$ cat src/hw/hrfp_pkg.sv
/*
 hrfp16 format constants: sign, base-16 exponent with bias 128, 27-bit fraction
 whose top hex digit is nonzero. An exponent field of 0 encodes zero.
 The RTL works only with these values.
*/

`default_nettype none

package hrfp_pkg;

   // word layout, msb first: sign, exponent, mantissa
   localparam int MANT_W = 27;
   localparam int EXP_W  = 8;
   localparam int WORD_W = 1 + EXP_W + MANT_W;

   // full width of the mantissa product
   localparam int PROD_W = 2 * MANT_W;

   // signed exponent sum, wide enough for ea + eb - bias and one decrement
   localparam int SUM_W = EXP_W + 2;

   localparam int EXP_BIAS = 128;

   // largest exponent field; results above it saturate
   localparam int EXP_MAX = (1 << EXP_W) - 1;

   // register stages in the mantissa multiplier
   localparam int MULT_LATENCY = 4;

   // accepted input to registered result at the top level,
   // the multiplier plus the normalizer output register
   localparam int MUL_LATENCY = MULT_LATENCY + 1;

endpackage

`default_nettype wire

$ cat src/hw/hrfp_side_if.sv
/*
 Side data that travels next to the mantissa product.
 The producer delays it so it lines up with the multiplier output.
*/

`timescale 1ns/1ps
`default_nettype none

interface hrfp_side_if import hrfp_pkg::*; ();

   logic                    sign;
   // ea + eb - bias, before the normalization adjust
   logic signed [SUM_W-1:0] exp_sum;
   // one of the operands was zero
   logic                    zero;
   logic                    valid;

   modport producer (output sign, output exp_sum, output zero, output valid);

   modport consumer (input sign, input exp_sum, input zero, input valid);

endinterface

`default_nettype wire

$ cat src/hw/mult_27x27.sv
/*
 Exact 27x27 unsigned product, four register stages, no reset.
 Input rule: if opa[26] is set, opa[2:0] must be zero, else the pre-add
 of opa[26:3] and opa[2] overflows 24 bits and the product is wrong.
*/

`timescale 1ns/1ps
`default_nettype none

module mult_27x27
   import hrfp_pkg::*;
(
   input  wire              clk,
   input  wire [MANT_W-1:0] opa,
   input  wire [MANT_W-1:0] opb,
   output logic [PROD_W-1:0] res
);

   // opa split: 24 high bits times opb, 3 low bits handled by the correction
   localparam int HI_W   = 24;
   localparam int LO_B_W = 17;
   localparam int HI_B_W = MANT_W - LO_B_W;

   // opa = 8 * (opa[26:3] + opa[2]) +/- fix, with fix a small multiple of opb:
   // al = 0..3 adds al * opb, al = 4..7 subtracts (8 - al) * opb
   logic [MANT_W+1:0] fix;
   logic              borrow;
   logic [MANT_W-1:0] corr_next;
   logic [2:0]        lsb_next;

   always_comb begin
      case (opa[2:0])
         3'd0:       fix = '0;
         3'd1, 3'd7: fix = {2'b00, opb};
         3'd2, 3'd6: fix = {1'b0, opb, 1'b0};
         3'd3, 3'd5: fix = {2'b00, opb} + {1'b0, opb, 1'b0};
         default:    fix = {opb, 2'b00};
      endcase
   end

   // the product drops its low 3 bits here, so a subtraction
   // of a fix with nonzero low bits needs one extra borrow
   assign borrow    = opa[2] & (|fix[2:0]);
   assign corr_next = {1'b0, fix[MANT_W+1:3]} + {{(MANT_W-1){1'b0}}, borrow};

   // the 3 lsbs of the product come straight from a 3x3 table
   assign lsb_next = opa[2:0] * opb[2:0];

   // stage 1: pre-add and correction
   logic [HI_W-1:0]   ah_s1;
   logic [MANT_W-1:0] opb_s1;
   logic [MANT_W-1:0] corr_s1;
   logic              dosub_s1;
   logic [2:0]        lsb_s1;

   always_ff @(posedge clk) begin
      ah_s1    <= opa[MANT_W-1:3] + {{(HI_W-1){1'b0}}, opa[2]};
      opb_s1   <= opb;
      corr_s1  <= corr_next;
      dosub_s1 <= opa[2];
      lsb_s1   <= lsb_next;
   end

   // stage 2: low partial product with the correction folded in,
   // may go negative when subtracting, so it is kept signed
   logic [HI_W+LO_B_W-1:0] prod_lo;
   logic [47:0]            p_low_next;
   logic signed [47:0]     p_low_s2;
   logic [HI_W-1:0]        ah_s2;
   logic [HI_B_W-1:0]      opb_hi_s2;
   logic [2:0]             lsb_s2;

   assign prod_lo = ah_s1 * opb_s1[LO_B_W-1:0];

   always_comb begin
      if (dosub_s1) begin
         p_low_next = {7'b0, prod_lo} - {21'b0, corr_s1};
      end else begin
         p_low_next = {7'b0, prod_lo} + {21'b0, corr_s1};
      end
   end

   always_ff @(posedge clk) begin
      p_low_s2  <= p_low_next;
      ah_s2     <= ah_s1;
      opb_hi_s2 <= opb_s1[MANT_W-1:LO_B_W];
      lsb_s2    <= lsb_s1;
   end

   // stage 3: high partial product plus the low part shifted down by 17
   logic [HI_W+HI_B_W-1:0] prod_hi;
   logic [HI_W+HI_B_W-1:0] p_high_s3;
   logic [LO_B_W-1:0]      p_low_lo_s3;
   logic [2:0]             lsb_s3;

   assign prod_hi = ah_s2 * opb_hi_s2;

   always_ff @(posedge clk) begin
      p_high_s3   <= prod_hi + (HI_W+HI_B_W)'(p_low_s2 >>> LO_B_W);
      p_low_lo_s3 <= p_low_s2[LO_B_W-1:0];
      lsb_s3      <= lsb_s2;
   end

   // stage 4: assemble the product
   always_ff @(posedge clk) begin
      res <= {p_high_s3, p_low_lo_s3, lsb_s3};
   end

endmodule

`default_nettype wire

$ cat src/hw/hrfp_unpack.sv
/*
 Splits two hrfp16 operands. Mantissas leave combinationally for the
 multiplier; sign, exponent sum and zero flag are delayed MULT_LATENCY cycles.
*/

`timescale 1ns/1ps
`default_nettype none

module hrfp_unpack
   import hrfp_pkg::*;
(
   input  wire                clk,
   input  wire                reset,
   input  wire                in_valid,
   input  wire [WORD_W-1:0]   a,
   input  wire [WORD_W-1:0]   b,
   output logic [MANT_W-1:0]  mant_a,
   output logic [MANT_W-1:0]  mant_b,
   hrfp_side_if.producer      side
);

   logic [EXP_W-1:0]        ea;
   logic [EXP_W-1:0]        eb;
   logic                    sign_next;
   logic signed [SUM_W-1:0] exp_sum_next;
   logic                    zero_next;

   assign ea     = a[WORD_W-2:MANT_W];
   assign eb     = b[WORD_W-2:MANT_W];
   assign mant_a = a[MANT_W-1:0];
   assign mant_b = b[MANT_W-1:0];

   assign sign_next    = a[WORD_W-1] ^ b[WORD_W-1];
   assign exp_sum_next = $signed({2'b00, ea}) + $signed({2'b00, eb}) - SUM_W'(EXP_BIAS);
   // exponent field 0 encodes zero whatever the mantissa holds
   assign zero_next    = (ea == '0) || (eb == '0);

   // delay line matching the multiplier stages
   logic                    sign_q    [MULT_LATENCY];
   logic signed [SUM_W-1:0] exp_sum_q [MULT_LATENCY];
   logic                    zero_q    [MULT_LATENCY];
   logic [MULT_LATENCY-1:0] valid_q;

   always_ff @(posedge clk) begin
      sign_q[0]    <= sign_next;
      exp_sum_q[0] <= exp_sum_next;
      zero_q[0]    <= zero_next;
      for (int i = 1; i < MULT_LATENCY; i++) begin
         sign_q[i]    <= sign_q[i-1];
         exp_sum_q[i] <= exp_sum_q[i-1];
         zero_q[i]    <= zero_q[i-1];
      end
   end

   always_ff @(posedge clk) begin
      if (reset) begin
         valid_q <= '0;
      end else begin
         valid_q <= {valid_q[MULT_LATENCY-2:0], in_valid};
      end
   end

   assign side.sign    = sign_q[MULT_LATENCY-1];
   assign side.exp_sum = exp_sum_q[MULT_LATENCY-1];
   assign side.zero    = zero_q[MULT_LATENCY-1];
   assign side.valid   = valid_q[MULT_LATENCY-1];

endmodule

`default_nettype wire

$ cat src/hw/hrfp_normalize.sv
/*
 Hex normalization of the mantissa product with truncation, flush to zero
 on underflow, saturation to the largest finite value on overflow.
 No rounding, infinities or denormals. One register stage.
*/

`timescale 1ns/1ps
`default_nettype none

module hrfp_normalize
   import hrfp_pkg::*;
(
   input  wire                clk,
   input  wire                reset,
   input  wire [PROD_W-1:0]   prod,
   hrfp_side_if.consumer      side,
   output logic               out_valid,
   output logic [WORD_W-1:0]  result
);

   logic                    top_zero;
   logic [MANT_W-1:0]       mant_n;
   logic signed [SUM_W-1:0] exp_n;
   logic                    flush;
   logic                    sat;
   logic [WORD_W-1:0]       result_next;

   // both fractions are at least 1/16, so at most one leading hex digit is zero
   assign top_zero = (prod[PROD_W-1 -: 4] == 4'h0);

   always_comb begin
      if (top_zero) begin
         mant_n = prod[PROD_W-5 -: MANT_W];
         exp_n  = side.exp_sum - SUM_W'(1);
      end else begin
         mant_n = prod[PROD_W-1 -: MANT_W];
         exp_n  = side.exp_sum;
      end
   end

   // a zero operand wins over saturation
   assign flush = side.zero || (exp_n <= SUM_W'(0));
   assign sat   = exp_n > SUM_W'(EXP_MAX);

   always_comb begin
      if (flush) begin
         result_next = {side.sign, {(WORD_W-1){1'b0}}};
      end else if (sat) begin
         result_next = {side.sign, {(WORD_W-1){1'b1}}};
      end else begin
         result_next = {side.sign, exp_n[EXP_W-1:0], mant_n};
      end
   end

   always_ff @(posedge clk) begin
      if (reset) begin
         out_valid <= 1'b0;
      end else begin
         out_valid <= side.valid;
      end
   end

   always_ff @(posedge clk) begin
      result <= result_next;
   end

endmodule

`default_nettype wire

$ cat src/hw/hrfp_mul.sv
/*
 hrfp16 multiplier, one operand pair per clock, result MUL_LATENCY cycles later.
 No back-pressure: out_valid must be taken whenever it is high.
 Mantissa of a: if bit 26 is set, bits 2..0 must be zero.
*/

`timescale 1ns/1ps
`default_nettype none

module hrfp_mul
   import hrfp_pkg::*;
(
   input  wire                clk,
   input  wire                reset,
   input  wire                in_valid,
   input  wire [WORD_W-1:0]   a,
   input  wire [WORD_W-1:0]   b,
   output logic               out_valid,
   output logic [WORD_W-1:0]  result
);

   logic [MANT_W-1:0] mant_a;
   logic [MANT_W-1:0] mant_b;
   logic [PROD_W-1:0] prod;

   hrfp_side_if side ();

   hrfp_unpack unpack_inst (
      .clk      (clk),
      .reset    (reset),
      .in_valid (in_valid),
      .a        (a),
      .b        (b),
      .mant_a   (mant_a),
      .mant_b   (mant_b),
      .side     (side.producer)
   );

   // product lines up with the delayed side fields
   mult_27x27 mult_inst (
      .clk (clk),
      .opa (mant_a),
      .opb (mant_b),
      .res (prod)
   );

   hrfp_normalize normalize_inst (
      .clk       (clk),
      .reset     (reset),
      .prod      (prod),
      .side      (side.consumer),
      .out_valid (out_valid),
      .result    (result)
   );

endmodule

`default_nettype wire

$ cat config.mk
export PLATFORM = sky130hd
export DESIGN_NAME = hrfp_mul
export DESIGN_NICKNAME = d
export VERILOG_FILES = /design/src/hw/hrfp_pkg.sv /design/src/hw/hrfp_side_if.sv /design/src/hw/mult_27x27.sv /design/src/hw/hrfp_unpack.sv /design/src/hw/hrfp_normalize.sv /design/src/hw/hrfp_mul.sv
export SDC_FILE = /design/constraint.sdc
export NUM_CORES = 2
export LEC_CHECK = 0
export ABC_AREA = 1
export BUFFER_PORTS_ARGS = -buffer_cell sky130_fd_sc_hd__buf_2
export CAP_MARGIN = 20
export CORE_MARGIN = 3
export CORE_UTILIZATION = 30
export CTS_BUF_LIST = sky130_fd_sc_hd__clkbuf_16
export CTS_CLUSTER_SIZE = 25
export DETAILED_ROUTE_END_ITERATION = 10
export PLACE_DENSITY = 0.42
export SETUP_SLACK_MARGIN = 0.02
export SLEW_MARGIN = 20
export SYNTH_ARGS = -nofsm -noshare
export SYNTH_HDL_FRONTEND = slang
export SYNTH_SLANG_ARGS = --single-unit
$ cat constraint.sdc
create_clock -name clk -period 9.99 [get_ports clk]
set_input_delay 1.998 -clock clk [delete_from_list [all_inputs] [get_ports clk]]
set_output_delay 1.998 -clock clk [all_outputs]
set_load 0.1 [all_outputs]
==> flow_metrics.py <==
metrics = {
    "outcome": {
        "status": "completed",
    },
    "synth": {
        "synthesis.area_um2": 37210,
        "synth_cells": 5112,
        "synth_top_area_share_pct": 28.94,
        "synth.distinct_cells": 61,
        "synth_area_per_cell_um2": 7.279,
        "synth.most_common_cell": "nand2_1",
        "synth_nets": 5998,
        "netlist_top_cells_count": "1,407 x nand2_1, 1,272 x inv_1, 538 x fa_1, 306 x nor2_1, 290 x dfxtp_1",
        "synth_seq_cells": 290,
        "ys_warn_count": 0,
        "synth_edf_count": 0,
        "synth_area_leaders": "fa_1 29%, dfxtp_1 16%, nand2_1 14%, inv_1 13%, ha_1 9.2%",
        "synth.yosys.seq_area_share_pct": 15.60,
        "synth_area_leader_cell": "fa_1",
        "ys.flop_type": "dfxtp_1",
        "synthArstFlopShare_pct": 0,
    },
    "route": {
        "drc_errors": 0,
        "drtIter0Drc": 1679,
        "final_antenna_net_count": 0,
        "avgRoutedWirePerCell_um": 17.89,
        "dr.max_layer_used": "met4",
        "drt-pass1-iter-count": 5,
        "wl_met2_um": 59190,
        "wl_met3_um": 4131,
        "finalWirelength_um": 122100,
        "wl_met1_um": 56930,
        "via_count": 30730,
        "via_per_inst": 4.502,
    },
    "setup_path": {
        "slowest_delay_ns": 0.98,
        "crit_path_max_fanout": 19,
        "startpoint_type": "flop",
        "cp_slowest_cell": "dfxtp_1",
        "cp.required_ns": 10.47,
        "rrSetupSlack_ns": 1.44,
        "cp-end-kind": "flop",
        "worstPathArrival_ns": 9.03,
        "regToRegEndpoint": "mult_inst.p_low_s2[39]",
        "rr_startpoint": "mult_inst.opb_s1[10]",
        "worst-r2r-cell-count": 33,
        "criticalPathCategory": "reg -> reg",
    },
    "global_routing": {
        "grt_pass1_wl_um": 192400,
        "antenna_found_initial": 3,
        "grt_max_degree": 47,
        "grt_pass1_vias": 32460,
        "track_usage_pct": 19.45,
        "grt_overflow": 0,
    },
    "min_path": {
        "hold_path_class": "reg -> reg",
        "whs_path_depth": 0,
        "min_from": "mult_inst.p_high_s3[12]",
        "whs_endpoint": "mult_inst.res[32]",
    },
    "sta": {
        "fin_setup_tns_ns": 0,
        "finalSetupViolCount": 0,
        "slew_headroom_pct": 23.51,
        "clock.fmax_ghz": 0.1170,
        "fin_skew_ns": 0.04866,
        "post-route-period-util_pct": 85.55,
        "maxSlewViolCount": 0,
        "hold_violations": 0,
        "max_slew.worst_pin.slew_ns": 1.146,
        "worst_slack_ns": 1.443,
        "rsz0062_at_grt": "false",
        "period_needed_ns": 8.547,
    },
    "placed_design": {
        "dp_slack_ns": 1.452,
        "hpwl_um": 103000,
        "io_buffers": 111,
        "gp_congestion": 0.9349,
    },
    "cts": {
        "ctsHtreeMaxLevel": 2,
        "post-cts-setup-buffer-count": 0,
        "cts_buffers": 37,
        "hold_buffers": 0,
        "cts_root_buffer": "clkbuf_16",
        "numClockSinks": 290,
        "clk_path_buf_depth": 3,
        "cts_tree": "built",
        "clock_latency_ns": 0.59,
        "clkTransAtPathRegs_ns": 0.06,
        "post_cts_resized": 0,
    },
    "floorplanning": {
        "core_um2": 122500,
        "ios": 112,
        "start_util_pct": 30.37,
        "die_area_um2": 128300,
        "rows": 128,
        "die_x_um": 358.2,
        "die_y_um": 358.2,
    },
    "final_layout": {
        "layout-drive-gt1-share_pct": 5.926,
        "synthToLayoutAreaGrowth_pct": 9.862,
        "final_nets": 6055,
    },
    "job": {
        "maxCapViolations": 0,
    },
}
## cells in the final DEF, fill, tap and decap left out, types with 9 or more instances in the layout
cell | synthesis | routed
inv_2 | 16 | 16
o21ai_0 | 94 | 94
nand2_2 | 11 | 12
buf_4 | 2 | 60
nor4_1 | 12 | 12
ha_1 | 273 | 273
nor2_1 | 306 | 306
nand3_1 | 167 | 167
a31oi_1 | 38 | 38
xnor2_1 | 27 | 27
nor3_1 | 34 | 34
buf_2 | 13 | 111
inv_1 | 1272 | 1278
nand4_1 | 43 | 43
a21oi_1 | 197 | 197
nand2_1 | 1407 | 1406
clkbuf_16 | 0 | 37
fa_1 | 538 | 538
a21o_1 | 11 | 11
xor2_1 | 93 | 93
nor2_2 | 13 | 13
nand3_2 | 9 | 9
o21bai_1 | 18 | 18
dfxtp_1 | 290 | 290
## critical path: cells and delay by family, from the launching register on
kind / cells / cell delay [ns]
flops: 1 / 0.98
buf+inv: 7 / 0.45
xor+xnor: 1 / 0.41
compound gates: 7 / 1.31
simple gates: 10 / 1.26
fa+ha+maj: 8 / 3.99
## through the flow
stage	cell area [µm²]	hold WS [ns]	util, %	instances
after floorplan	37210	0.3096	-	5112
after global placement	39640	0.3104	32.35	6755
after detailed placement	39640	0.3121	32.35	6755
after CTS	40870	0.3217	33.36	6822
after global routing	40870	0.3223	33.36	6822
final	40880	0.3217	33.37	6826
## routing by layer
layer | GRT usage, % | vias up
li1 | - | 15220
met5 | 0 | -
met2 | 34.14 | 546
met3 | 1.705 | 103
met4 | 3.426 | 0
met1 | 26.27 | 14870
## state kept, by name, indices dropped and copies added, names as in the netlist, 4 cells and up
register,count
mult_inst.ah_s2,24
unpack_inst.zero_q,4
mult_inst.ah_s1,24
mult_inst.corr_s1,27
mult_inst.res,31
unpack_inst.valid_q,4
mult_inst.p_low_s2,26
normalize_inst.result,36
unpack_inst.sign_q,4
mult_inst.opb_hi_s2,10
mult_inst.opb_s1,27
unpack_inst.exp_sum_q,40
mult_inst.p_high_s3,31
## logic make-up (layout without fill, tap and decap cells)
kind of cell	after synthesis	after routing	synth area share, %
xor+xnor	121	121	2.868
compound gates	415	415	6.405
other cells	0	4	0
flops	290	290	15.60
buf+inv	1442	1527	14.65
fa+ha+maj	811	811	38.12
simple gates	2033	2033	22.35
## area by class of cell
class	count	area, µm²
diodes	4	10.01
flip-flops and latches	290	5806
well taps	1625	2033
inverters	1289	4838
clock buffers	37	925.9
clock inverters	30	305.3
fillers	13320	81640
repair buffers	171	1006
multi-input cells	3380	25960
## worst max path at each step
stage	startpoint	endpoint	slack [ns]	depth (start not counted)
after detailed placement	mult_inst.opb_s1[10]	mult_inst.p_low_s2[39]	1.45	33
after global routing	mult_inst.opb_s1[10]	mult_inst.p_low_s2[39]	0.96	34
final	mult_inst.opb_s1[10]	mult_inst.p_low_s2[39]	1.44	33
after CTS	mult_inst.opb_s1[10]	mult_inst.p_low_s2[39]	1.42	33
after floorplan	mult_inst.ah_s1[5]	mult_inst.p_low_s2[38]	3.05	38
after global placement	mult_inst.opb_s1[10]	mult_inst.p_low_s2[39]	1.38	33
Power is not shown: default switching activity piles up to over one toggle a cycle in this logic, so the estimate is an artifact.
